**src/common/nack_wnd_pkg.sv**
```systemverilog
// nack window manager package: stream, pointer, key and type definitions
`default_nettype none

package nack_wnd_pkg;

    //----------------------------------------------------------------------
    // stream store geometry
    //----------------------------------------------------------------------
    localparam int WND_DEPTH = 1024;            // streams tracked
    localparam int WND_AW    = 10;              // store address width
    localparam int RST_DELAY = 10;              // cycles before the ram sweep

    typedef logic [15:0] sn_t;                  // stream serial number, low 10 bits index
    typedef logic [31:0] ptr_t;                 // window header or tail pointer
    typedef logic [31:0] chksum_t;              // request checksum
    typedef logic [95:0] keymsg_t;              // [63:32] expected rpn, [31:0] rpn

    //----------------------------------------------------------------------
    // encodings
    //----------------------------------------------------------------------
    typedef enum logic [1:0] {
        WND_NORMAL     = 2'b01,                 // plain data packet
        WND_NACK_REPLY = 2'b10,                 // retransmit answer
        WND_RESET      = 2'b11                  // restart the window
    } wnd_type_e;

    typedef enum logic [1:0] {
        ST_RST_WAIT = 2'b00,                    // settle after reset
        ST_INIT     = 2'b01,                    // zero both rams
        ST_RUN      = 2'b10                     // normal traffic
    } ctrl_state_e;

endpackage

`default_nettype wire

```
**src/source/rpn_judge.sv**
```systemverilog
// rpn judge: wrap-aware new-packet decision for normal requests, two-cycle delay
`default_nettype none

module rpn_judge
    import nack_wnd_pkg::*;
(
    input  wire logic          sys_clk,
    input  wire logic          sys_rst,
    input  wire logic          i_valid,
    input  wire wnd_type_e     i_type,
    input  wire keymsg_t       i_keymsg,
    input  wire logic [15:0]   i_wnd_size,
    output logic               o_is_new
);

    logic [31:0] exp_rpn;
    logic [31:0] rpn;
    logic [31:0] w;
    logic [31:0] w_top;                             // all-ones minus w
    logic        judge;
    logic        new_c;
    logic [1:0]  new_q;

    assign exp_rpn = i_keymsg[63:32];
    assign rpn     = i_keymsg[31:0];
    assign w       = {16'd0, i_wnd_size};
    assign w_top   = ~w;

    always_comb
    begin
        if (rpn > exp_rpn)
            judge = !((exp_rpn < w) && (rpn > w_top));  // ahead, unless rpn wrapped back
        else if (rpn < exp_rpn)
            judge = (rpn < w) && (exp_rpn > w_top);     // behind, but rpn wrapped past zero
        else
            judge = 1'b0;                               // expected packet, nothing new
    end

    assign new_c = i_valid && (i_type == WND_NORMAL) && judge;

    // align with the ram and hitbox latency
    always_ff @(posedge sys_clk)
    begin
        if (sys_rst)
            new_q <= '0;
        else
            new_q <= {new_q[0], new_c};
    end

    assign o_is_new = new_q[1];

endmodule

`default_nettype wire

```
**config.mk**
```make
export PLATFORM = sky130hd
export DESIGN_NAME = rpn_judge
export DESIGN_NICKNAME = d
export VERILOG_FILES = /design/src/common/nack_wnd_pkg.sv /design/src/source/rpn_judge.sv
export SDC_FILE = /design/constraint.sdc
export NUM_CORES = 1
export LEC_CHECK = 0
export ABC_CLOCK_PERIOD_IN_PS = 2500
export BUFFER_PORTS_ARGS = -buffer_cell sky130_fd_sc_hd__buf_4
export CAP_MARGIN = 10
export CORE_ASPECT_RATIO = 1.25
export CORE_MARGIN = 10
export CORE_UTILIZATION = 45
export DETAILED_ROUTE_END_ITERATION = 12
export PLACE_DENSITY = 0.78
export SETUP_SLACK_MARGIN = 0.5
export SYNTH_ARGS = -nofsm -noshare
export SYNTH_HDL_FRONTEND = slang
export SYNTH_SLANG_ARGS = --single-unit
```
**constraint.sdc**
```tcl
create_clock -name sys_clk -period 2.5 [get_ports sys_clk]
set_input_delay 0.5 -clock sys_clk [delete_from_list [all_inputs] [get_ports sys_clk]]
set_output_delay 0.5 -clock sys_clk [all_outputs]
set_load 0.01 [all_outputs]
```
Word level (Yosys, flattened, before mapping)
Index checks and enable logic that the tools add are counted.
Widths: inputs -> output; s select.
- input bits: 117
- register bits after elaboration: 2
- output and inout bits: 1
- mux-type cells: 2
- reduce and logical (&&, ||, !) cells: 5
- eq/ne operators: 1
- bitwise gates (word level): 1
- $lt $le $gt $ge: 6
- operators with widths (cell ; count):
    $gt 32x32->1 ; 3
    $lt 32x16->1 ; 2
    $lt 32x32->1 ; 1
    $not 16->32 ; 1
    $logic_and 1x1->1 ; 4
    $eq 2x1->1 const B ; 1
    $mux 1 ; 2
    $logic_not 1->1 ; 1

Depth between registers and ports, before layout
- word-level depth: 6
- depth in mapped cells: 9

Least setup slack after synthesis
No wires, ideal clock.
- kind: input port to flip-flop
- start: in i_wnd_size[15]
- end: reg new_q[0]
- stages: 8
- arrival time: 2059 ps
- path slack: 319 ps
- setup time: 121 ps
- path through: inv_1 ha_1 or4_4 nor4b_4 a31oi_1 and4b_1 o2111ai_2 o21ai_2
- longest elaborated chain between the ends: 6
- elaborated cells on any way between the ends: 11
- those cells by class: order compare (4); mux (2); bitwise (1); reduce/logical (4)
- ends and longest elaborated chain (what ; line ; RTL):
    from (decl) ; rpn_judge.sv:12 ; input wire logic [15:0] i_wnd_size,
    $not 16->32 ; rpn_judge.sv:27 ; assign w_top = ~w;
    $gt 32x32->1, on equally long branches ; rpn_judge.sv:34, rpn_judge.sv:32 ;
    $logic_and 1x1->1, on equally long branches ; rpn_judge.sv:34, rpn_judge.sv:32 ;
    $mux 1 or $logic_not 1->1 (tied branches) ; rpn_judge.sv:33, rpn_judge.sv:32 ;
    $mux 1 (*) ; rpn_judge.sv:31 ; if (rpn > exp_rpn)
    $logic_and 1x1->1 (*) ; rpn_judge.sv:39 ; assign new_c = i_valid && (i_type == WND_NORMAL) && judge;
    to (signal assigned) ; rpn_judge.sv:47 ; new_q <= {new_q[0], new_c};
    to (decl) ; rpn_judge.sv:22 ; logic [1:0] new_q;
Every way passes the cells marked *; elsewhere a longest branch is shown, timed or not.
A chain may end at the register's enable or synchronous reset.

Worst setup path after layout
- start: in i_wnd_size[13]
- end: reg new_q[0]
The elaborated chain is that of the path after synthesis.

==> flow_summary.yaml <==
status:
  outcome: "finished, final reports clean"
sta:
  final.period_utilization: 0.853
  fin_crit_ps: 2130
  final.setup.tns_ps: 0
  finClkSkew_ps: 3.76
  fmax_ghz: 0.469
  tightest_slew_ps: 606
  finalHoldViolCount: 0
  layout_setup_ws_ps: 367
  setup_viol: 0
  max_slew_margin: 0.591
  rsz0062_at_grt: "yes"
  drv_slew: 0
detailed_routing:
  viasPerCell: 5.57
  via_count: 2670
  drc: 0
  routed_wl_microns: 7520
  avgRoutedWirePerCell_microns: 15.7
  drtIter0Drc: 68
  first_pass_iters: 4
  ant_nets: 0
placed_design:
  post-place-ws_ps: 78.7
  port_buffers: 85
  place_inst: 471
  gp_congestion: 0.891
  dp_hpwl_microns: 6740
grt:
  grt_max_degree: 6
  grt.total_usage: 0.163
  gr-total-overflow: 0
  antenna_found_initial: 0
  grt_pass1_wl_microns: 12200
  grt_pass1_vias: 2866
logic_synthesis:
  syn_area_per_cell_sq_um: 7.74
  synthXorXnorAreaFrac: 0
  yosys.area_share.simple: 0.198
  ys_ff_latch: 2
  yosys_warnings: 0
  synth-compound-area-share: 0.203
  synth_top_family_by_area: "adder cells"
  synth.area.mux_share: 0
  synth_nets: 530
  yosysUniqueCellTypes: 38
  yosysSeqAreaShare: 0.0163
  netlist_instances: 317
  synth_adder_area_share: 0.489
  syn_area_sq_um: 2450
layout:
  diodes: 0
  drive_gt1_frac: 0.294
  finalNetCount: 630
  reg_top3: "new_q: 2 flops"
  top_register: "new_q"
  fill_cells: 478
  area_growth_pct: 41.7
  final_cells: 479
  largest_register_ff_count: 2
clock_network:
  tritoncts: "done"
  clk_pin_slew_worst_paths_ps: 30
  cts.sinks: 2
  htree_levels: 1
  root_buffer: "clkbuf_8"
  numCtsBuffers: 3
  clk_path_buf_depth: 2
  clock_latency_ps: 210
worst_hold_path:
  hp-class: "flop to flop"
worst_setup_path:
  critical_path_class: "primary input to flop"
  start_kind: "primary input"
  end_kind: "flop"
  cp_max_fo: 4
  arrival_ps: 2220
  critPathRequiredTime_ps: 2590
floorplan:
  pin_count: 118
  start_util: 0.457
  die_w_microns: 86.1
  rows: 30
  die-area_sq_um: 8830
  core-area_sq_um: 5370
  die_h_microns: 103
power_and_ir_drop:
  leakagePower_nw: 1.87
  max-vdd-ir-drop_uv: 144
  power.density_nw_per_um2: 197
  finalPower_mw: 0.687
flow_run:
  maxCapViolations: 0
per-layer routing:
metal  track usage  vias up  wire (microns)
met2         0.316       96            3990
met3        0.0348       10             466
met5             0        -               0
met1         0.174     1212            2960
met4        0.0330        0             111
li1              -     1352               -
report_power, final:
| part | internal, mW | leakage, nW | switching, mW |
|---|---|---|---|
| Combinational | 0.268 | 1.83 | 0.261 |
| Sequential | 0.0327 | 0.0162 | 0.0000786 |
| Clock | 0.102 | 0.0216 | 0.0243 |
worst max-delay path: stages:
cell and delay, ps:
buf_8 110, inv_6 50, ha_4 200, or4_4 530, nor4b_4 310, a31oi_1 120
and4b_1 230, o2111ai_2 90, o21ai_2 80
layout make-up:
type	instances	area (sq um)	area share
multi-input cells	254	2330	0.670
repair buffers	95	739	0.213
inverters	61	249	0.0716
well taps	64	80.1	0.0230
clock buffers	3	41.3	0.0119
flip-flops and latches	2	40.0	0.0115
repair_timing:
item | 4_1_cts | 5_1_grt
endpoints found under the setup margin | 1 | 1
setup buffers | 3 | 2
hold buffers | 0 | 0
pin swaps | 4 | 7
resized for setup | 8 | 17
synth_stat cells (all sizes together):
cell type / count / area share
nor4bb: 1 / 0.0041
a21oi: 31 / 0.063
ha: 96 / 0.49
o21ai: 14 / 0.030
nand4bb: 1 / 0.0046
o221ai: 1 / 0.0036
nor4: 10 / 0.025
o2111ai: 1 / 0.0061
nand2b: 1 / 0.0026
or2: 1 / 0.0026
inv: 61 / 0.093
or4: 3 / 0.011
o31a: 1 / 0.0036
a2111o: 2 / 0.0092
nor3: 4 / 0.0082
o21a: 1 / 0.0031
a221o: 1 / 0.0041
nor2b: 7 / 0.018
a31oi: 2 / 0.0051
a211oi: 2 / 0.0061
o211ai: 4 / 0.012
a2111oi: 1 / 0.0036
a41oi: 1 / 0.0036
a21o: 11 / 0.034
and4: 3 / 0.011
nor4b: 4 / 0.020
nand3: 4 / 0.0082
nor2: 15 / 0.023
dfxtp: 2 / 0.016
o31ai: 2 / 0.0061
nand4: 17 / 0.043
a221oi: 2 / 0.0071
o21bai: 1 / 0.0031
and4b: 1 / 0.0041
nand2: 8 / 0.012
per-stage QoR:
step                      hold WS [ps]   util  cell area [sq um]
after global routing               468  0.648               3480
after global placement             423  0.607               3260
after CTS                          438  0.629               3380
final                              431  0.648               3480
after detailed placement           435  0.607               3260
after floorplan                    414      -               2500
layout by cell type (no fill, tap or decap), types with 2 or more instances in the layout:
cell / instances
buf_4: 91
ha_1: 88
inv_1: 57
a21oi_1: 28
nand4_1: 17
nor2_1: 15
o21ai_0: 13
a21o_1: 11
nand2_1: 8
nor4_1: 8
ha_4: 8
nor2b_1: 7
o211ai_1: 4
nor3_1: 4
nand3_1: 4
and4_1: 3
a21oi_2: 3
nor4b_1: 3
clkbuf_8: 3
buf_8: 3
a2111o_1: 2
a221oi_1: 2
a31oi_1: 2
a211oi_1: 2
or4_1: 2
dfxtp_1: 2
path summary, 6_finish.rpt:
| path | endpoint | start | slack [ps] | depth (start not counted) |
|---|---|---|---|---|
| max | new_q[0] | i_wnd_size[13] | 370 | 9 |
| min | new_q[1] | new_q[0] | 430 | 1 |
| max reg2reg | new_q[1] | new_q[0] | 2000 | 1 |
| min reg2reg | new_q[1] | new_q[0] | 430 | 1 |
cells by family after synthesis:
kind of cell | count (synthesis)
AO/OA/AOI/OAI | 78
adder cells (fa/ha/maj) | 96
buffers and inverters | 61
flip-flops | 2
AND/OR/NAND/NOR | 80
Note: power is estimated with default switching activity, not from simulation.
