[src/common/nack_wnd_pkg.sv]
// nack window manager package: stream, pointer, key and type definitions
`default_nettype none

package nack_wnd_pkg;

    //----------------------------------------------------------------------
    // stream store geometry
    //----------------------------------------------------------------------
    localparam int WND_DEPTH = 1024;            // streams tracked
    localparam int WND_AW    = 10;              // store address width
    localparam int RST_DELAY = 10;              // cycles before the ram sweep

    typedef logic [15:0] sn_t;                  // stream serial number, low 10 bits index
    typedef logic [31:0] ptr_t;                 // window header or tail pointer
    typedef logic [31:0] chksum_t;              // request checksum
    typedef logic [95:0] keymsg_t;              // [63:32] expected rpn, [31:0] rpn

    //----------------------------------------------------------------------
    // encodings
    //----------------------------------------------------------------------
    typedef enum logic [1:0] {
        WND_NORMAL     = 2'b01,                 // plain data packet
        WND_NACK_REPLY = 2'b10,                 // retransmit answer
        WND_RESET      = 2'b11                  // restart the window
    } wnd_type_e;

    typedef enum logic [1:0] {
        ST_RST_WAIT = 2'b00,                    // settle after reset
        ST_INIT     = 2'b01,                    // zero both rams
        ST_RUN      = 2'b10                     // normal traffic
    } ctrl_state_e;

endpackage

`default_nettype wire

[src/wnd_store/ot_hitbox.sv]
// timeout hitbox: one flag per stream, set by timer, cleared by update
`default_nettype none

module ot_hitbox
    import nack_wnd_pkg::*;
(
    input  wire logic  sys_clk,
    input  wire logic  sys_rst,
    input  wire logic  i_set,                       // timer timeout
    input  wire sn_t   i_set_sn,
    input  wire logic  i_clr,                       // window update
    input  wire sn_t   i_clr_sn,
    input  wire sn_t   i_rd_sn,
    output logic       o_timed_out
);

    logic [WND_DEPTH-1:0] flags_q;                  // 1 = stream timed out
    logic [WND_AW-1:0]    set_idx;
    logic [WND_AW-1:0]    clr_idx;
    logic [31:0]          row_q;                    // stage 1 row latch
    logic [4:0]           col_q;                    // bit select, one cycle late
    logic                 hit_q;

    assign set_idx = i_set_sn[WND_AW-1:0];
    assign clr_idx = i_clr_sn[WND_AW-1:0];

    //----------------------------------------------------------------------
    // flag array, set after clear so a timeout wins
    //----------------------------------------------------------------------
    always_ff @(posedge sys_clk)
    begin
        if (sys_rst)
            flags_q <= '1;                          // everyone starts timed out
        else
        begin
            if (i_clr)
                flags_q[clr_idx] <= 1'b0;
            if (i_set)
                flags_q[set_idx] <= 1'b1;
        end
    end

    //----------------------------------------------------------------------
    // two-level lookup, 32-bit row then bit
    //----------------------------------------------------------------------
    always_ff @(posedge sys_clk)
    begin
        if (sys_rst)
        begin
            row_q <= '1;
            hit_q <= 1'b1;
        end
        else
        begin
            row_q <= flags_q[{i_rd_sn[9:5], 5'd0} +: 32];  // upper five bits pick row
            hit_q <= row_q[col_q];
        end
    end

    always_ff @(posedge sys_clk)
    begin
        col_q <= i_rd_sn[4:0];
    end

    assign o_timed_out = hit_q;

    a_set_wins: assert property (@(posedge sys_clk) disable iff (sys_rst)
        (i_set && i_clr && (set_idx == clr_idx)) |=> flags_q[$past(set_idx)]);

endmodule

`default_nettype wire

[config.mk]
export PLATFORM = sky130hd
export DESIGN_NAME = ot_hitbox
export DESIGN_NICKNAME = d
export VERILOG_FILES = /design/src/common/nack_wnd_pkg.sv /design/src/wnd_store/ot_hitbox.sv
export SDC_FILE = /design/constraint.sdc
export NUM_CORES = 2
export LEC_CHECK = 0
export ABC_AREA = 1
export BUFFER_PORTS_ARGS = -buffer_cell sky130_fd_sc_hd__buf_4
export CORE_MARGIN = 5
export CORE_UTILIZATION = 30
export DETAILED_ROUTE_END_ITERATION = 7
export PLACE_DENSITY = 0.48
export REMOVE_ABC_BUFFERS = 1
export SLEW_MARGIN = 0
export SYNTH_ARGS = -nofsm -noshare
export SYNTH_HDL_FRONTEND = slang
export SYNTH_SLANG_ARGS = --single-unit
[constraint.sdc]
create_clock -name sys_clk -period 2.1 [get_ports sys_clk]
set_input_delay 0.42 -clock sys_clk [delete_from_list [all_inputs] [get_ports sys_clk]]
set_output_delay 0.42 -clock sys_clk [all_outputs]
set_load 0.02 [all_outputs]
# Yosys cells after proc, flatten, opt, wreduce, memory -nomap -nowiden
# Index checks and enable logic that the tools add are counted.
totals:
  word_cells: 24
  register_bits: 1062
  input_bits: 52
op_classes:
  shift: 1
  magnitude_cmp: 5
  n_bitwise: 3
  n_reduce_logical: 2
  mux: 9
ops:
  columns: ["operator", "n"]
  rows:
  - ["$mux W1024", 3]
  - ["$and A1024 B1024 Y1024", 1]
  - ["$not A1024 Y1024", 1]
  - ["$or A1024 B1024 Y1024", 1]
  - ["$shiftx A1024 B11 Y32", 1]
  - ["$lt A10 B11 Y1 const B", 2]
  - ["$demux W1 S10", 2]
  - ["$ge A10 B1 Y1 const B", 2]
  - ["$lt A5 B6 Y1 const B", 1]
  - ["$bmux W1 S5", 1]
  - ["$mux W1", 3]
  - ["$logic_and A1 B1 Y1", 2]

# Longest topological paths before layout
logic_depth:
  depth_word: 10
  ltp_mapped: 12
  depth_no_buf: 9

# Least setup slack after synthesis
# OpenSTA, ideal clock, no wires.
synth_path:
  path_kind: "input to register"
  startpoint: "input port i_rd_sn[5]"
  endpoint: "register row_q[3]"
  path_slack_ns: 0.514
  path_stages: 10
  setup_ns: 0.126
  n_path_buf: 3
  required_ns: 1.974
  arrival_ns: 1.460
  path_cell_list: "buf_4 -> buf_2 -> clkbuf_1 -> nand2_1 -> nand3_1 -> nand3_1 -> nand3_1 -> nand3_1 -> nand2_1 -> nand2_1"
synth_between:
  elab_chain_len: 1
synth_lines:
  columns: ["item", "line", "rtl"]
  rows:
  - ["start, declared", "ot_hitbox.sv:13", "input wire sn_t i_rd_sn,"]
  - ["$shiftx A1024 B11 Y32", "ot_hitbox.sv:55", "row_q <= flags_q[{i_rd_sn[9:5], 5'd0} +: 32];"]
  - ["end signal, assigned", "ot_hitbox.sv:55", null]
  - ["end, declared", "ot_hitbox.sv:20", "logic [31:0] row_q;"]
# Every way passes these cells.
# A chain may end at the register's enable or synchronous reset.

# Worst setup path in the final report
layout_path:
  startpoint: "register hit_q (netlist: o_timed_out)"
  endpoint: "output port o_timed_out"
layout_lines:
  columns: ["item", "line", "rtl"]
  rows:
  - ["start, declared", "ot_hitbox.sv:22", "logic hit_q;"]
  - ["start signal, assigned", "ot_hitbox.sv:56", "hit_q <= row_q[col_q];"]
  - ["end, declared", "ot_hitbox.sv:14", "output logic o_timed_out"]
# No word-level cell between the ends.

==> impl_metrics.toml <==
[global_routing]
grt_pass1_vias = 50000
grt_max_degree = 159
antenna_found_initial = 17
grt_pass1_wl_mm = 346
grtUsageTotal_pct = 25.5
grt_overflow = 0

[placement]
gp_congestion = 0.874
dpl.hpwl_mm = 138
dp_slack_ns = -0.0157
io_buffers = 34

[worst_setup_path]
cp-start-kind = "flop"
reg2reg_to = "o_timed_out"
crit_buf_inv = 1
crit_chain = "buf_4"
reg2reg_from = "col_q[0]"
reg2reg_depth = 9
crit_type = "reg2out"
critPathTopFamily = "flip-flops"
crit_arrival_ns = 1.41
cp_max_fo = 1
end_kind = "output pin"
cp_slowest_cell = "dfxtp_1"
rrSetupSlack_ns = 0.49
worst_path_largest_cell_delay_ns = 0.44
worstPathRequired_ns = 1.68

[clock_network]
cts_buffers = 130
path_clk_slew_ns = 0.06
clk_path_buf_depth = 3
worstSkewPairLatency_ns = 0.78
ctsResizeCount = 0
htree_levels = 4
cts_tree = "built"
numClockSinks = 1062
cts_root_buf = "clkbuf_16"
cts_setup_buffers = 0
cts_hold_buf = 6

[yosys]
syn_inst = 8029
yosys_most_used_dff = "dfxtp_1"
syn_area_mm2 = 0.0513
yosys.cell_types.count = 21
synth.largest_area_cell = "dfxtp_1"
ys_ff_latch = 1062
synth_top_area_share_pct = 41.4
ys_seq_area_share_pct = 41.4
synth_most_common_cell = "nand2_1"
synth_commonest_cells = "nand2_1, nand3_1, dfxtp_1"
synthArstFlopShare_pct = 0
yosysWarningCount = 0
syn-mean-instance-area_um2 = 6.39
synthTopCellsByArea = "dfxtp_1, nand2_1, nand3_1, o21ai_0, inv_1"
synth_edf_count = 0

[drt]
avgRoutedWirePerCell_um = 23.3
vias = 54400
wl_met1_mm = 101
routed_via_density = 5.36
ant_nets = 0
highest_layer = "met5"
first_iter_violations = 6294
drcViolationCount = 0
wl_met3_mm = 18.9
drt-pass1-iter-count = 6
routed_wl_mm = 237
wl_met2_mm = 106

[sta]
rsz0062_at_grt = "no"
timing.final.max_slew_violations = 0
fin_crit_ns = 1.83
setup_viol = 0
setup_slack_ns = 0.273
clock-skew-final_ns = 0.0208
fin_crit_sh_pct = 87.0
relSlewSlack_pct = 42.1
setup_tns_ns = 0
worst-slew-pin-transition_ns = 0.868
fmax_ghz = 0.547
hold_viol = 0

[min_path]
hold_class = "in2reg"
min_to = "flags_q[979]"
min_path_cells = 4
min_from = "i_clr_sn[0]"

[floorplanning]
fp.dieH_um = 424
start_util_pct = 30.2
num_io_pins = 53
die_area_mm2 = 0.179
coreArea_mm2 = 0.170
die_x_um = 424
rows = 151

[power_and_ir_drop]
ir_drop_mv = 0.741
p_total_uw = 47500
power_density_mw_per_mm2 = 780
power_leakage_uw = 0.0276

[job]
drv_cap = 0

[finish]
drive_above_1_share_pct = 8.55
fin_nets = 7876
areaGrowthSynthToFinish_pct = 18.9

[run_status]
status = "finished clean"
-- through the flow --
step,cells,instance area (um2),util (%),hold slack (ns)
4_1_cts,10100,60900,35.9,0.0252
2_1_floorplan,7301,48400,-,0.433
5_1_grt,10100,61000,35.9,0.0872
6_report,10200,61000,35.9,0.0741
3_5_place_dp,9904,56600,33.3,0.451
3_3_place_gp,9904,56600,33.3,0.444
-- cells in the final DEF, fill, tap and decap left out, drive strengths merged --
master / count
a21oi: 434
a31oi: 1
buf: 385
bufinv: 4
clkbuf: 200
clkinv: 20
clkinvlp: 1
dfxtp: 1062
diode: 7
dlygate4sd3: 6
inv: 621
nand2: 2620
nand3: 1323
nor2: 153
nor3: 16
o211ai: 22
o21ai: 1056
o31ai: 1
or2: 1
-- state kept, by name, indices dropped and copies added, names as in the netlist --
name and count:
row_q 32, flags_q 1024, o_timed_out 1, col_q 5
-- area by class of cell --
class | instances | area [um2]
Clock inverter | 34 | 355
Multi-Input combinational cell | 5627 | 25100
Antenna cell | 7 | 17.5
Clock buffer | 200 | 3960
Tap cell | 2218 | 2780
Timing Repair Buffer | 391 | 5130
Inverter | 612 | 2330
Sequential cell | 1062 | 21300
Fill cell | 18100 | 109000
-- worst max-delay path by stage --
stage	start	endpoint	slack [ns]	cells after the start
after global placement	i_rd_sn[5]	row_q[16]	-0.02	10
final	o_timed_out	o_timed_out	0.27	1
after CTS	o_timed_out	o_timed_out	0.20	1
after global routing	o_timed_out	o_timed_out	0.24	1
after floorplan	sys_rst	flags_q[960]	-3.68	2
after detailed placement	i_set_sn[1]	flags_q[208]	-0.02	9
-- worst reg2reg max path, cell delays in order, from the launching register on --
cell and delay, ns:
dfxtp_1 0.53, inv_1 0.33, nand2_1 0.15, nand2_1 0.07, nand2_1 0.07, nand3_1 0.07
nand3_1 0.08, nand3_1 0.06, nand2_1 0.08, nand2_1 0.05
-- power by group --
group | internal (uW) | switching [uW] | leakage [uW] | total, uW
logic | 1210 | 3020 | 0.0168 | 4230
clock network | 13500 | 9480 | 0.00214 | 23000
registers | 20200 | 75.5 | 0.00861 | 20300
-- routing by layer --
metal / vias to the layer above / GRT usage (%)
li1: 25500 / -
met2: 2449 / 40.5
met4: 2 / 11.5
met1: 25900 / 34.5
met5: - / 0
met3: 499 / 3.56
-- kinds of logic after synthesis --
family / share of synthesized area, %
DFF: 41.4
buffers and inverters: 10.2
AOI/OAI and AO/OA: 14.9
and+or+nand+nor: 33.5
No activity file was read; power rests on OpenSTA's default activity.
