$ cat src/common/nack_wnd_pkg.sv
// nack window manager package: stream, pointer, key and type definitions
`default_nettype none

package nack_wnd_pkg;

    //----------------------------------------------------------------------
    // stream store geometry
    //----------------------------------------------------------------------
    localparam int WND_DEPTH = 1024;            // streams tracked
    localparam int WND_AW    = 10;              // store address width
    localparam int RST_DELAY = 10;              // cycles before the ram sweep

    typedef logic [15:0] sn_t;                  // stream serial number, low 10 bits index
    typedef logic [31:0] ptr_t;                 // window header or tail pointer
    typedef logic [31:0] chksum_t;              // request checksum
    typedef logic [95:0] keymsg_t;              // [63:32] expected rpn, [31:0] rpn

    //----------------------------------------------------------------------
    // encodings
    //----------------------------------------------------------------------
    typedef enum logic [1:0] {
        WND_NORMAL     = 2'b01,                 // plain data packet
        WND_NACK_REPLY = 2'b10,                 // retransmit answer
        WND_RESET      = 2'b11                  // restart the window
    } wnd_type_e;

    typedef enum logic [1:0] {
        ST_RST_WAIT = 2'b00,                    // settle after reset
        ST_INIT     = 2'b01,                    // zero both rams
        ST_RUN      = 2'b10                     // normal traffic
    } ctrl_state_e;

endpackage

`default_nettype wire

$ cat src/source/wnd_ctrl.sv
// window manager control: reset delay, ram init sweep, ready gating, window size
`default_nettype none

module wnd_ctrl
    import nack_wnd_pkg::*;
#(
    parameter logic [15:0] MAX_WND_SIZE = 16'd4096
) (
    input  wire logic          sys_clk,
    input  wire logic          sys_rst,
    input  wire logic          i_cur_ready,
    input  wire logic          i_cfg_wnd_size_en,
    input  wire logic [15:0]   i_cfg_wnd_size,
    output logic               o_init_done,
    output logic [WND_AW-1:0]  o_init_addr,
    output logic               o_wnd_ready,
    output logic [15:0]        o_wnd_size
);

    localparam int DLY_W = $clog2(RST_DELAY);

    ctrl_state_e           state_q;
    logic [DLY_W-1:0]      dly_q;                   // reset settle counter
    logic [WND_AW-1:0]     addr_q;                  // sweep address
    logic [15:0]           wnd_size_q;

    //----------------------------------------------------------------------
    // init sequencer
    //----------------------------------------------------------------------
    always_ff @(posedge sys_clk)
    begin
        if (sys_rst)
        begin
            state_q <= ST_RST_WAIT;
            dly_q   <= '0;
            addr_q  <= '0;
        end
        else
        begin
            case (state_q)
                ST_RST_WAIT:
                begin
                    dly_q <= dly_q + 1'b1;
                    if (dly_q == DLY_W'(RST_DELAY - 1))
                        state_q <= ST_INIT;         // start the sweep
                end
                ST_INIT:
                begin
                    addr_q <= addr_q + 1'b1;        // one entry per cycle
                    if (addr_q == WND_AW'(WND_DEPTH - 1))
                        state_q <= ST_RUN;          // last entry written this edge
                end
                ST_RUN:  state_q <= ST_RUN;
                default: state_q <= ST_RST_WAIT;    // illegal code, redo init
            endcase
        end
    end

    assign o_init_done = (state_q == ST_RUN);
    assign o_init_addr = addr_q;
    assign o_wnd_ready = i_cur_ready & o_init_done; // no accepts during the sweep

    // override or default window size, reloaded every cycle
    always_ff @(posedge sys_clk)
    begin
        wnd_size_q <= i_cfg_wnd_size_en ? i_cfg_wnd_size : MAX_WND_SIZE;
    end

    assign o_wnd_size = wnd_size_q;

    // once running, only a reset brings the sequencer back
    a_run_sticky: assert property (@(posedge sys_clk) disable iff (sys_rst)
        (state_q == ST_RUN) |=> (state_q == ST_RUN));

endmodule

`default_nettype wire

$ cat config.mk
export PLATFORM = sky130hd
export DESIGN_NAME = wnd_ctrl
export DESIGN_NICKNAME = d
export VERILOG_FILES = /design/src/common/nack_wnd_pkg.sv /design/src/source/wnd_ctrl.sv
export SDC_FILE = /design/constraint.sdc
export NUM_CORES = 1
export LEC_CHECK = 0
export BUFFER_PORTS_ARGS = -buffer_cell sky130_fd_sc_hd__buf_4
export CAP_MARGIN = 40
export CORE_ASPECT_RATIO = 1.2
export CORE_MARGIN = 2
export CORE_UTILIZATION = 35
export CTS_CLUSTER_DIAMETER = 100
export DETAILED_ROUTE_END_ITERATION = 7
export HOLD_SLACK_MARGIN = 0.06
export PLACE_DENSITY = 0.62
export REMOVE_ABC_BUFFERS = 1
export SLEW_MARGIN = 30
export SYNTH_ARGS = -nofsm -noshare
export SYNTH_HDL_FRONTEND = slang
export SYNTH_SLANG_ARGS = --single-unit
$ cat constraint.sdc
create_clock -name sys_clk -period 3.8 [get_ports sys_clk]
set_input_delay 1.14 -clock sys_clk [delete_from_list [all_inputs] [get_ports sys_clk]]
set_output_delay 1.14 -clock sys_clk [all_outputs]
set_load 0.1 [all_outputs]
# == Word level (Yosys, flattened, before mapping) ==
# Index checks and enable logic that the tools add are counted.
# op_classes
mux,3
bitwise_logic,1
n_shift,0
addsub,2
n_mul,0
n_eq_ne,6
div_mod_pow,0
reduce_logical,2
magnitude_cmp,0
# ops
operator,count
$add A10 B1 Y10 const B,1
$eq A10 B10 Y1 const B,1
$pmux W2 S3,1
$add A4 B1 Y4 const B,1
$eq A4 B4 Y1 const B,1
$mux W2,2
$ne A2 B2 Y1 const B,2
$eq A2 B1 Y1 const B,1
$eq A2 B2 Y1 const B,1
$logic_not A2 Y1,1
$reduce_and A2 Y1,1
$and A1 B1 Y1,1
# word_totals
ram_bits,0
wordCells,18
register_bits,32
mem_count,0
latch_bits,0
out_inout_bits,28
romBits,0

# == Depth between registers and ports, before layout ==
# logic_depth
ltp_word,3
mapped_depth,7
depth_no_buf,6

# == Worst setup path before layout ==
# OpenSTA, ideal clock, no wires.
# synth_timing
kind,register to output
start,register state_q[0]
end,output o_wnd_ready
stages_incl_launch_ff,4
setup_slack_ps,619
n_path_buf,0
arrival_time_ps,2041
cell_sequence,dfxtp_1 > inv_1 > ha_1 > and2_1
# synth_via
elab_chain_len,2
# synth_rtl
element,line_no,text
start: declaration,wnd_ctrl.sv:22,ctrl_state_e state_q;
start signal: assignment,wnd_ctrl.sv:34,state_q <= ST_RST_WAIT;
start signal: assignment,wnd_ctrl.sv:45,state_q <= ST_INIT;
start signal: assignment,wnd_ctrl.sv:51,state_q <= ST_RUN;
$eq A2 B2 Y1,wnd_ctrl.sv:59,assign o_init_done = (state_q == ST_RUN);
via o_init_done,wnd_ctrl.sv:14,"output logic o_init_done,"
$and A1 B1 Y1,wnd_ctrl.sv:61,assign o_wnd_ready = i_cur_ready & o_init_done;
end: declaration,wnd_ctrl.sv:16,"output logic o_wnd_ready,"
# The timed path passes the listed nets, and every way through them passes these cells.

# == Worst setup path in the final report ==
# layout_timing
start,input i_cur_ready
end,output o_wnd_ready
# layout_via
elab_chain_len,1
# layout_rtl
element,line_no,text
start: declaration,wnd_ctrl.sv:11,"input wire logic i_cur_ready,"
$and A1 B1 Y1,wnd_ctrl.sv:61,
# No other way between the ends.

==> results.py <==
metrics = {
    "status": {
        "status": "complete, no violations",
    },
    "global_routing": {
        "gr-total-overflow": 0,
        "grt_pass1_vias": 884,
        "gr-usage-met1_pct": 14.4,
        "grt_pass1_wl_um": 3770,
        "grt_busiest_layer": "met2",
        "grt_max_degree": 18,
        "track_usage_pct": 13.0,
        "antenna_found_initial": 0,
        "use_met2_pct": 20.7,
        "use_met3_pct": 7.75,
    },
    "routing": {
        "drt_iter0_drc": 24,
        "drcViolationCount": 0,
        "dr.pass1.iters": 4,
        "vias": 919,
        "ant_nets": 0,
        "vias_per_cell": 4.55,
        "finalWirelength_um": 2250,
        "wl_per_cell_um": 11.1,
    },
    "placement": {
        "place_ws_ns": 1.05,
        "io_buffers": 47,
        "place_congestion": 0.736,
        "dpl.hpwl_um": 1700,
    },
    "clock_tree": {
        "cts_root_buffer": "clkbuf_8",
        "clock_latency_ns": 0.28,
        "cts-resized-gates": 0,
        "path_clk_slew_ns": 0.07,
        "ctsHoldBuffers": 0,
        "cts_sinks": 32,
        "cts_max_path_buffers": 2,
        "htree_levels": 2,
        "post_cts_buffers": 0,
        "cts_buffers": 5,
        "cts_tree": "built",
    },
    "logic_synthesis": {
        "synth.ff_latch_count": 32,
        "seq_area_frac_synth_pct": 53.9,
        "synth_warnings": 0,
        "syn_avg_cell_area_um2": 10.3,
        "synth_area_mm2": 0.00119,
        "synthTopCellsByArea": "dfxtp_1 (54%), and2_1 (8.4%), ha_1 (6.3%), xor2_1 (5.2%), nor2_1 (4.7%)",
        "synth.distinct_cells": 26,
        "synthCells": 115,
        "synth_top_area_share_pct": 53.9,
        "synth_largest_area_cell": "dfxtp_1",
    },
    "pwr": {
        "p_leak_nw": 0.747,
        "power_frac_clock_pct": 34.3,
        "seq_power_share_pct": 41.8,
        "netSwitchingFraction_pct": 31.9,
        "p_int_mw": 0.632,
        "power_frac_comb_pct": 23.9,
        "switchingPower_mw": 0.296,
        "power.total_mw": 0.929,
        "ir_worst_vdd_mv": 0.370,
        "p_per_area_mw_per_mm2": 554,
    },
    "final_layout": {
        "seqCellArea_um2": 641,
        "drive_gt1_share_pct": 34.5,
        "multi_input_area_um2": 513,
        "final_cell_mix": "buf_4 (47), dfxtp_1 (32), and2_1 (16), nor2_1 (15), xor2_1 (7)",
        "diodes": 0,
        "fillers": 297,
        "layout_commonest_cell": "buf_4",
        "nets": 190,
        "area_growth_pct": 40.9,
    },
    "sta": {
        "fin_tns_setup_ns": 0,
        "tightest_slew_ns": 0.313,
        "period_minus_slack_ns": 2.75,
        "fin_ws_ns": 1.05,
        "hold_viol_final": 0,
        "slew_violations": 0,
        "finalSetupViolCount": 0,
        "fin_crit_sh_pct": 72.3,
        "fmax_ghz": 0.364,
        "clock_skew_ns": 0.00359,
        "rsz0062_at_grt": "false",
        "relSlewSlack_pct": 79.1,
    },
    "setup_path": {
        "crit_path_frequent_cell": "buf_4",
        "cp_max_fo": 1,
        "required_ns": 2.66,
        "cp-end-kind": "output port",
        "cp_cell_sequence": "buf_4 -> and2_1 -> buf_4",
        "arrival_ns": 1.61,
        "start_kind": "input pin",
        "timing_worst_setup_path_type": "in2out",
        "slowest_delay_ns": 0.22,
        "crit_slowest_cell": "buf_4",
    },
    "floorplan": {
        "initial_core_util_pct": 35.9,
        "io_pins": 48,
        "die_h_um": 67.8,
        "row_count": 23,
        "dieArea_mm2": 0.00388,
        "die-width_um": 57.2,
        "core_area_mm2": 0.00331,
    },
    "flow_run": {
        "max_cap_viol_count": 0,
    },
    "worst_hold_path": {
        "worstHoldPathType": "reg2reg",
    },
}
[final timing paths]
kind,endpoint,slack (ns),depth (start not counted),startpoint
setup / recovery,o_wnd_ready,1.05,3,i_cur_ready
hold / removal,state_q[1]$_SDFFE_PP0P_,0.51,2,state_q[1]$_SDFFE_PP0P_
setup reg to reg,o_init_addr[6]$_SDFFE_PP0N_,2.27,5,state_q[1]$_SDFFE_PP0P_
hold reg to reg,state_q[1]$_SDFFE_PP0P_,0.51,2,state_q[1]$_SDFFE_PP0P_
[through the flow]
step                      instances  hold WS (ns)  util (%)  instance area (µm²)
final                           202         0.505      50.6                 1680
after global routing            202         0.532      50.6                 1680
after CTS                       202         0.512      50.6                 1680
after global placement          194         0.481      47.3                 1560
after detailed placement        194         0.499      47.3                 1560
after floorplan                 110         0.465         -                 1160
[state kept, by name, summed over array words and instances (netlist names)]
signal	flops
dly_q	4
state_q	2
o_init_addr	10
o_wnd_size	16
[power groups by stage]
stage	registers [mW]	logic, mW	clock network (mW)
floorplan	0.483	0.0787	0
global placement	0.393	0.219	0
detailed placement	0.395	0.222	0
CTS	0.388	0.224	0.330
global route	0.393	0.237	0.345
finish	0.388	0.222	0.319
[kinds of logic after synthesis]
| kind of cell | share of synthesized area, % |
|---|---|
| AO/OA/AOI/OAI | 3.47 |
| XOR/XNOR | 8.11 |
| adder cells (fa/ha/maj) | 6.32 |
| buffers and inverters | 2.95 |
| flip-flops | 53.9 |
| multiplexers | 1.68 |
| AND/OR/NAND/NOR | 23.6 |
[cell usage after synthesis]
library cell	n
nand2_1	4
a22oi_2	1
buf_4	1
a211oi_1	1
buf_2	1
nor2_1	15
dfxtp_1	32
clkbuf_1	3
or3_1	1
xor2_1	7
and3_1	1
and2_1	16
nand3b_1	1
nand3_1	2
and4_1	3
xnor2_1	4
o221a_1	1
nand4_1	3
nor3_1	1
nand3_2	1
mux2i_1	2
inv_1	3
a21oi_1	1
ha_1	6
nand2b_1	3
o21ai_0	1
[critical path: cells and delay by family]
kind	cells	cell delay, ns
buffers and inverters	2	0.32
AND/OR/NAND/NOR	1	0.14
[layout make-up]
class	count	area share [%]
Sequential cell	32	38.2
Multi-Input combinational cell	75	30.6
Timing Repair Buffer	47	21.1
Clock buffer	5	4.11
Tap cell	37	2.76
Clock inverter	3	2.54
Inverter	3	0.672
[metal layers]
metal | up-vias | share of wire [%]
li1 | 472 | -
met1 | 401 | 41
met2 | 44 | 47
met3 | 2 | 11
met4 | 0 | 0.80
met5 | - | 0
Power figures use the tool's default switching activity.
