[config.mk]
export PLATFORM = sky130hd
export DESIGN_NAME = wnd_issue
export DESIGN_NICKNAME = d
export VERILOG_FILES = /design/src/common/nack_wnd_pkg.sv /design/src/source/wnd_issue.sv
export SDC_FILE = /design/constraint.sdc
export NUM_CORES = 1
export LEC_CHECK = 0
export ABC_AREA = 1
export CAP_MARGIN = 10
export CORE_AREA = 2 2 165 167
export CTS_CLUSTER_SIZE = 30
export DETAILED_ROUTE_END_ITERATION = 6
export DIE_AREA = 0 0 167 169
export DONT_BUFFER_PORTS = 1
export HOLD_SLACK_MARGIN = 0.15
export PLACE_DENSITY_LB_ADDON = 0.05
export RECOVER_POWER = 25
export SLEW_MARGIN = 20
export SYNTH_ARGS = -nofsm -noshare
export SYNTH_HDL_FRONTEND = slang
export SYNTH_SLANG_ARGS = --single-unit
[constraint.sdc]
create_clock -name sys_clk -period 0.8 [get_ports sys_clk]
set_input_delay 0.04 -clock sys_clk [delete_from_list [all_inputs] [get_ports sys_clk]]
set_output_delay 0.04 -clock sys_clk [all_outputs]
set_load 0.005 [all_outputs]
[src/common/nack_wnd_pkg.sv]
// nack window manager package: stream, pointer, key and type definitions
`default_nettype none

package nack_wnd_pkg;

    //----------------------------------------------------------------------
    // stream store geometry
    //----------------------------------------------------------------------
    localparam int WND_DEPTH = 1024;            // streams tracked
    localparam int WND_AW    = 10;              // store address width
    localparam int RST_DELAY = 10;              // cycles before the ram sweep

    typedef logic [15:0] sn_t;                  // stream serial number, low 10 bits index
    typedef logic [31:0] ptr_t;                 // window header or tail pointer
    typedef logic [31:0] chksum_t;              // request checksum
    typedef logic [95:0] keymsg_t;              // [63:32] expected rpn, [31:0] rpn

    //----------------------------------------------------------------------
    // encodings
    //----------------------------------------------------------------------
    typedef enum logic [1:0] {
        WND_NORMAL     = 2'b01,                 // plain data packet
        WND_NACK_REPLY = 2'b10,                 // retransmit answer
        WND_RESET      = 2'b11                  // restart the window
    } wnd_type_e;

    typedef enum logic [1:0] {
        ST_RST_WAIT = 2'b00,                    // settle after reset
        ST_INIT     = 2'b01,                    // zero both rams
        ST_RUN      = 2'b10                     // normal traffic
    } ctrl_state_e;

endpackage

`default_nettype wire

[src/source/wnd_issue.sv]
// window issue: two-stage request pipeline and window assembly with reset override
`default_nettype none

module wnd_issue
    import nack_wnd_pkg::*;
(
    input  wire logic      sys_clk,
    input  wire logic      sys_rst,
    input  wire logic      i_wnd_valid,             // accepted request
    input  wire sn_t       i_wnd_sn,
    input  wire chksum_t   i_wnd_chksum,
    input  wire keymsg_t   i_wnd_key_msg,
    input  wire wnd_type_e i_wnd_type,
    input  wire ptr_t      i_rd_hdr,                // ram data, already two cycles late
    input  wire ptr_t      i_rd_tail,
    input  wire logic      i_timed_out,
    input  wire logic      i_is_new,
    output ptr_t           o_cur_hdr,
    output ptr_t           o_cur_tail,
    output sn_t            o_cur_sn,
    output chksum_t        o_cur_chksum,
    output keymsg_t        o_cur_keymsg,
    output wnd_type_e      o_cur_type,
    output logic           o_cur_otsta,
    output logic           o_cur_valid
);

    sn_t       s1_sn,     s2_sn;
    chksum_t   s1_chksum, s2_chksum;
    keymsg_t   s1_key,    s2_key;
    wnd_type_e s1_type,   s2_type;
    logic      s1_vld,    s2_vld;
    logic      force_rst;

    //----------------------------------------------------------------------
    // request pipeline, never stalls
    //----------------------------------------------------------------------
    always_ff @(posedge sys_clk)
    begin
        s1_sn     <= i_wnd_sn;
        s1_chksum <= i_wnd_chksum;
        s1_key    <= i_wnd_key_msg;
        s1_type   <= i_wnd_type;
        s2_sn     <= s1_sn;
        s2_chksum <= s1_chksum;
        s2_key    <= s1_key;
        s2_type   <= s1_type;
    end

    always_ff @(posedge sys_clk)
    begin
        if (sys_rst)
        begin
            s1_vld <= 1'b0;
            s2_vld <= 1'b0;
        end
        else
        begin
            s1_vld <= i_wnd_valid;
            s2_vld <= s1_vld;
        end
    end

    //----------------------------------------------------------------------
    // assembly
    //----------------------------------------------------------------------
    assign force_rst    = i_timed_out & i_is_new;   // stale stream, fresh packet
    assign o_cur_hdr    = force_rst ? '0 : i_rd_hdr;
    assign o_cur_tail   = force_rst ? '0 : i_rd_tail;
    assign o_cur_type   = force_rst ? WND_RESET : s2_type;
    assign o_cur_sn     = s2_sn;
    assign o_cur_chksum = s2_chksum;
    assign o_cur_keymsg = s2_key;
    assign o_cur_otsta  = i_timed_out;
    assign o_cur_valid  = s2_vld;

    a_no_valid_in_rst: assert property (@(posedge sys_clk)
        sys_rst |=> !o_cur_valid);

endmodule

`default_nettype wire

==> impl_results.html, run 1 <==
<table>
<tr><th>Metric</th><th>Value</th></tr>
<tr><th colspan="2">Yosys</th></tr>
<tr><td>Leading cell type by number of instances after synthesis</td><td>dfxtp_1</td></tr>
<tr><td>Area share of the largest cell type after synthesis</td><td>88.3%</td></tr>
<tr><td>Post-synth top area cell</td><td>dfxtp_1</td></tr>
<tr><td>Count of flip-flops with a built-in enable after synthesis</td><td>0</td></tr>
<tr><td>Synthesized area per cell</td><td>14.9 um^2</td></tr>
<tr><td>Fraction of synthesis flops using an asynchronous set or reset pin</td><td>0%</td></tr>
<tr><td>Number of nets produced by synthesis</td><td>661</td></tr>
<tr><td>Synth cell count leaders</td><td>dfxtp_1 (294), inv_1 (68), a21oi_1 (54)</td></tr>
<tr><td>Most used flip-flop cell after synthesis</td><td>dfxtp_1</td></tr>
<tr><td>Sequential area share after synthesis</td><td>88.3%</td></tr>
<tr><td>Synthesized netlist cell count</td><td>446</td></tr>
<tr><td>Synth unique cells</td><td>9</td></tr>
<tr><td>YS warnings</td><td>0</td></tr>
<tr><td>Count of state elements after synthesis</td><td>294</td></tr>
<tr><td>Area contributors post-synth</td><td>dfxtp_1 (88%), a21oi_1 (4.1%), inv_1 (3.8%)</td></tr>
<tr><td>Mapped cell area</td><td>roughly 0.0067 mm^2</td></tr>
<tr><th colspan="2">Clock tree</th></tr>
<tr><td>Root cell of the clock tree</td><td>clkbuf_16</td></tr>
<tr><td>Buffers from clock root to sink, at most</td><td>3</td></tr>
<tr><td>Number of CTS-inserted buffers</td><td>30</td></tr>
<tr><td>H-tree depth</td><td>1</td></tr>
<tr><td># clock sinks</td><td>294</td></tr>
<tr><td>Cells resized by post-CTS repair</td><td>150</td></tr>
<tr><td>Total of hold buffers inserted after clock tree synthesis</td><td>166</td></tr>
<tr><td>Buffers inserted by post-CTS timing repair</td><td>0</td></tr>
<tr><th colspan="2">Floorplan</th></tr>
<tr><td>Number of core rows</td><td>60</td></tr>
<tr><td>I/O Pins</td><td>427</td></tr>
<tr><td>Vertical die dimension</td><td>about 170 um</td></tr>
<tr><td>Die X</td><td>167 um</td></tr>
<tr><td>Initial core utilization</td><td>approximately a quarter</td></tr>
<tr><th colspan="2">Place</th></tr>
<tr><td>Number of I/O port buffers</td><td>0</td></tr>
<tr><td>Sum of net half-perimeters after detailed placement</td><td>12,700 um</td></tr>
<tr><td>Last weighted congestion value of the routability-driven placer</td><td>0.903</td></tr>
<tr><th colspan="2">Run status</th></tr>
<tr><td>Error text reported by the tool</td><td>[ERROR RSZ-0060] Max buffer count reached.</td></tr>
<tr><td>Stopping stage</td><td>clock tree synthesis</td></tr>
<tr><td>Run status</td><td>did not finish</td></tr>
</table>
==> logic make-up after synthesis <==
logic type | count (synthesis) | synth area share [%]
buffers and inverters | 83 | 6.06
AOI/OAI and AO/OA | 64 | 5.37
DFF | 294 | 88.3
and+or+nand+nor | 5 | 0.282
==> metrics by stage <==
stage | setup slack [ps] | area, um^2 | instances | hold WS, ps | util [%]
detailed placement | 332 | 6940 | 772 | 67.7 | 26.2
global placement | 334 | 6940 | 772 | 67.8 | 26.2
floorplan | 292 | 6670 | 446 | 67.7 | -
==> run 2, diff against run 1 <==
CORE_AREA = default   (was 2 2 165 167)
CORE_MARGIN = 2   (was default)
CORE_UTILIZATION = 26   (was default)
CTS_CLUSTER_SIZE = default   (was 30)
DIE_AREA = default   (was 0 0 167 169)
HOLD_SLACK_MARGIN = default   (was 0.15)
PLACE_DENSITY_LB_ADDON = 0.15   (was 0.05)
clock period = 1 ns   (was 0.8 ns; I/O delays follow)
==> impl_results.html, run 2 <==
<table>
<tr><th>Metric</th><th>Value</th></tr>
<tr><th colspan="2">Run status</th></tr>
<tr><td>Run status</td><td>finished, final reports clean</td></tr>
<tr><th colspan="2">Power</th></tr>
<tr><td>Total power per unit cell area</td><td>2590 mW/mm^2</td></tr>
<tr><td>Worst IR drop on VDD</td><td>0.00177 V</td></tr>
<tr><td>Total leakage power</td><td>0.00407 uW</td></tr>
<tr><th colspan="2">Timing</th></tr>
<tr><td>Setup repair after global routing missed its margin</td><td>true</td></tr>
<tr><td>Min Tclk post-route</td><td>998 ps</td></tr>
<tr><td>Highest attainable clock frequency</td><td>~1000 MHz</td></tr>
<tr><td>Ratio of final minimum period to clock period</td><td>99.8%</td></tr>
<tr><td>Worst slew pin tran</td><td>420 ps</td></tr>
<tr><td>Relative max-transition margin</td><td>72.1%</td></tr>
<tr><td>Count of endpoints failing setup in the final report</td><td>0</td></tr>
<tr><td>Largest clock skew in the final design</td><td>between 10 and 15 ps</td></tr>
<tr><td>Hold Violations, Final</td><td>0</td></tr>
<tr><td>Slack of the critical path</td><td>1.77 ps</td></tr>
<tr><td>Pins over their slew limit</td><td>0</td></tr>
<tr><th colspan="2">Final layout</th></tr>
<tr><td>Fraction of layout instances using a drive strength above 1</td><td>a little over a tenth</td></tr>
<tr><td>Most frequent standard cell in the layout excluding fill and tap cells</td><td>dfxtp_1</td></tr>
<tr><td>Layout Nets</td><td>~830</td></tr>
<tr><td>Leading cell types in the layout, fill and taps excluded</td><td>dfxtp_1 (285), dlygate4sd3_1 (148), inv_1 (67), a21oi_1 (54), clkbuf_16 (29)</td></tr>
<tr><td>Signed area change from the synthesized netlist to the final layout</td><td>41.5%</td></tr>
<tr><td>Number of non-filler instances in the completed layout</td><td>963</td></tr>
<tr><th colspan="2">Yosys</th></tr>
<tr><td>Leading cell type by number of instances after synthesis</td><td>dfxtp_1</td></tr>
<tr><td>YS warnings</td><td>0 (unchanged)</td></tr>
<tr><td>Most used flip-flop cell after synthesis</td><td>dfxtp_1</td></tr>
<tr><td>Synth cell count leaders</td><td>dfxtp_1 (294), inv_1 (68), a21oi_1 (54)</td></tr>
<tr><td>Number of nets produced by synthesis</td><td>661 (unchanged)</td></tr>
<tr><td>Count of state elements after synthesis</td><td>294 (unchanged)</td></tr>
<tr><td>Synthesized area per cell</td><td>14.9 um^2 (unchanged)</td></tr>
<tr><td>XOR/XNOR share of the synthesized area</td><td>0% (unchanged)</td></tr>
<tr><td>Post-synthesis adder-cell area fraction</td><td>0% (unchanged)</td></tr>
<tr><td>Area contributors post-synth</td><td>dfxtp_1 (88%), a21oi_1 (4.1%), inv_1 (3.8%)</td></tr>
<tr><td>Fraction of the mapped netlist area in simple logic gates</td><td>0.282% (unchanged)</td></tr>
<tr><td>Area share of the largest cell type after synthesis</td><td>88.3% (unchanged)</td></tr>
<tr><td>Fraction of synthesis flops using an asynchronous set or reset pin</td><td>0% (unchanged)</td></tr>
<tr><td>Post-synth top area cell</td><td>dfxtp_1</td></tr>
<tr><td>Sequential area share after synthesis</td><td>88.3% (unchanged)</td></tr>
<tr><td>Count of flip-flops with a built-in enable after synthesis</td><td>0 (unchanged)</td></tr>
<tr><td>Synth Area in Compound Gates</td><td>5.37% (unchanged)</td></tr>
<tr><td>Fraction of synthesized area in multiplexers</td><td>0% (unchanged)</td></tr>
<tr><td>Main combinational cell family by area after synthesis</td><td>buffers and inverters</td></tr>
<tr><td>Synthesized netlist cell count</td><td>446 (unchanged)</td></tr>
<tr><td>Mapped cell area</td><td>0.00667 mm^2 (unchanged)</td></tr>
<tr><td>Synth unique cells</td><td>9 (unchanged)</td></tr>
<tr><th colspan="2">Floorplan</th></tr>
<tr><td>Total Die Area</td><td>between 0.02 and 0.03 mm^2</td></tr>
<tr><td>Total core area</td><td>0.0252 mm^2</td></tr>
<tr><td>Die X</td><td>164 um (-1.7%)</td></tr>
<tr><td>I/O Pins</td><td>427 (unchanged)</td></tr>
<tr><td>Initial core utilization</td><td>26.5% (+1.3 points)</td></tr>
<tr><td>Number of core rows</td><td>58 (-3.3%)</td></tr>
<tr><td>Vertical die dimension</td><td>164 um (-2.9%)</td></tr>
<tr><th colspan="2">Worst setup path</th></tr>
<tr><td>Arrival time at the worst endpoint</td><td>950 ps</td></tr>
<tr><td>Capture point of the worst reg-to-reg path</td><td>o_cur_valid</td></tr>
<tr><td>Worst Setup EP</td><td>o_cur_type[1]</td></tr>
<tr><td>Launch point of the worst path</td><td>s2_type[1]</td></tr>
<tr><td>Startpoint class of the critical path</td><td>flop</td></tr>
<tr><td>R2R cell count</td><td>2</td></tr>
<tr><td>Critical path required time</td><td>950 ps</td></tr>
<tr><td>Largest fanout of any net on the critical path</td><td>1</td></tr>
<tr><td>Endpoint class of the critical path</td><td>output port</td></tr>
<tr><td>Kind of critical path</td><td>reg -&gt; out</td></tr>
<tr><td>RR Startpoint</td><td>s1_vld</td></tr>
<tr><td>Slack of the worst reg-to-reg path</td><td>around 520 ps</td></tr>
<tr><th colspan="2">Clock tree</th></tr>
<tr><td># clock sinks</td><td>294 (unchanged)</td></tr>
<tr><td>Number of CTS-inserted buffers</td><td>29 (-3.3%)</td></tr>
<tr><td>TritonCTS clock tree</td><td>yes</td></tr>
<tr><td>H-tree depth</td><td>1 (unchanged)</td></tr>
<tr><td>Clock-pin slew of the registers on the worst-case setup and hold paths</td><td>around 60 ps</td></tr>
<tr><td>Buffers from clock root to sink, at most</td><td>3 (unchanged)</td></tr>
<tr><td>Root cell of the clock tree</td><td>clkbuf_16</td></tr>
<tr><td>Clk Latency, worst-skew pair</td><td>540 ps</td></tr>
<tr><th colspan="2">Global route</th></tr>
<tr><td>Vias in the first global route</td><td>3,934</td></tr>
<tr><td>Maximum number of pins on one net before global-route repair</td><td>67</td></tr>
<tr><td>Antenna violations before repair</td><td>1</td></tr>
<tr><td>Aggregate global-route resource usage</td><td>11.5%</td></tr>
<tr><td>Wire length of the first global-routing pass</td><td>22,700 um</td></tr>
<tr><td>Overflow left after global routing</td><td>0</td></tr>
<tr><th colspan="2">Route</th></tr>
<tr><td>Number of nets with antenna violations after routing</td><td>0</td></tr>
<tr><td>Count of unresolved DRC violations after routing</td><td>0</td></tr>
<tr><td>Drt pass-1 iters</td><td>6</td></tr>
<tr><td>Vias post-DR</td><td>between 3,000 and 4,000</td></tr>
<tr><td>Routed wire per std cell</td><td>~18 um</td></tr>
<tr><td>Drt via density</td><td>3.74</td></tr>
<tr><td>Post-Route WL</td><td>between 15,000 and 20,000 um</td></tr>
<tr><td>Iteration-0 DRC Markers</td><td>94</td></tr>
<tr><th colspan="2">Place</th></tr>
<tr><td>Sum of net half-perimeters after detailed placement</td><td>12,600 um (-0.65%)</td></tr>
<tr><td>Number of placed instances with taps included</td><td>763 (-1.2%)</td></tr>
<tr><td>Number of I/O port buffers</td><td>0 (unchanged)</td></tr>
<tr><td>Worst setup slack before clock tree synthesis</td><td>502 ps (+170 ps)</td></tr>
<tr><td>Last weighted congestion value of the routability-driven placer</td><td>0.792 (-12%)</td></tr>
<tr><th colspan="2">Flow run</th></tr>
<tr><td>Maximum capacitance violations</td><td>0</td></tr>
<tr><th colspan="2">Min path</th></tr>
<tr><td>Worst hold-check path type</td><td>in -&gt; reg</td></tr>
</table>
## run 2: cell counts after synthesis
No cell type changed its count.
## run 2: cell families (layout without fill, tap and decap cells)
logic type | Yosys count | in the layout
flip-flops | 294 | 294
buffers and inverters | 83 | 269
AO/OA/AOI/OAI | 64 | 64
AND/OR/NAND/NOR | 5 | 5
other | 0 | 1
## run 2: repair_timing
item                                   4_1_cts  5_1_grt
gates resized for setup                      6        6
gates cloned                                 0        0
setup endpoints to repair                    7        5
hold buffers                               148        0
setup buffers                                0        0
endpoints found under the hold margin      148        0
pin swaps                                    1        0
## run 2: per-layer routing
layer  track usage [%]  part of all wire [%]  vias up
met1              8.69                    28     1603
met5                 0                     0        -
met3              5.45                    12       39
met4              5.90                   4.2        0
met2              23.1                    56      283
li1                  -                     -     1678
## run 2: critical path, stage by stage, from the launching register on
cell	delay (ps)
dfxtp_1	310
inv_1	40
nand2_2	60
## run 2: area by class of cell
class	count	area (um^2)
Antenna cell	1	2.50
Clock buffer	39	803
Clock inverter	12	184
Fill cell	2365	15700
Inverter	68	255
Multi-Input combinational cell	69	382
Sequential cell	294	5900
Tap cell	330	413
Timing Repair Buffer	150	1500
## run 2: how the worst min path moves through the flow
| stage | from | to | slack, ps | cells past startpoint |
|---|---|---|---|---|
| after floorplan | i_wnd_chksum[0] | s1_chksum[0] | 80 | 0 |
| after global placement | i_wnd_key_msg[95] | s1_key[95] | 80 | 0 |
| after global routing | i_wnd_key_msg[65] | s1_key[65] | 30 | 1 |
| final | i_wnd_key_msg[93] | s1_key[93] | 60 | 1 |
| after detailed placement | i_wnd_key_msg[40] | s1_key[40] | 80 | 0 |
| after CTS | i_wnd_key_msg[77] | s1_key[77] | 30 | 1 |
## run 2: where the power goes
group | leakage (uW) | internal [uW] | total, uW | switching (uW)
combinational | 0.00111 | 472 | 740 | 268
clock | 0.000481 | 6680 | 11000 | 4340
sequential | 0.00248 | 12400 | 12600 | 281
## run 2: metrics by stage
step                      hold WS, ps  power (uW)  TNS [ps]  util (%)  instance area [um^2]
after floorplan                  77.7       13100         0         -                  6670
after global placement           77.8       13200         0      27.6                  6950
after detailed placement         77.8       13200         0      27.6                  6950
after CTS                        27.1       24700     -74.1      37.4                  9420
after global routing             30.2       25300     -84.5      37.5                  9430
final                            57.7       24400         0      37.5                  9430
No activity file was read; power rests on OpenSTA's default activity.
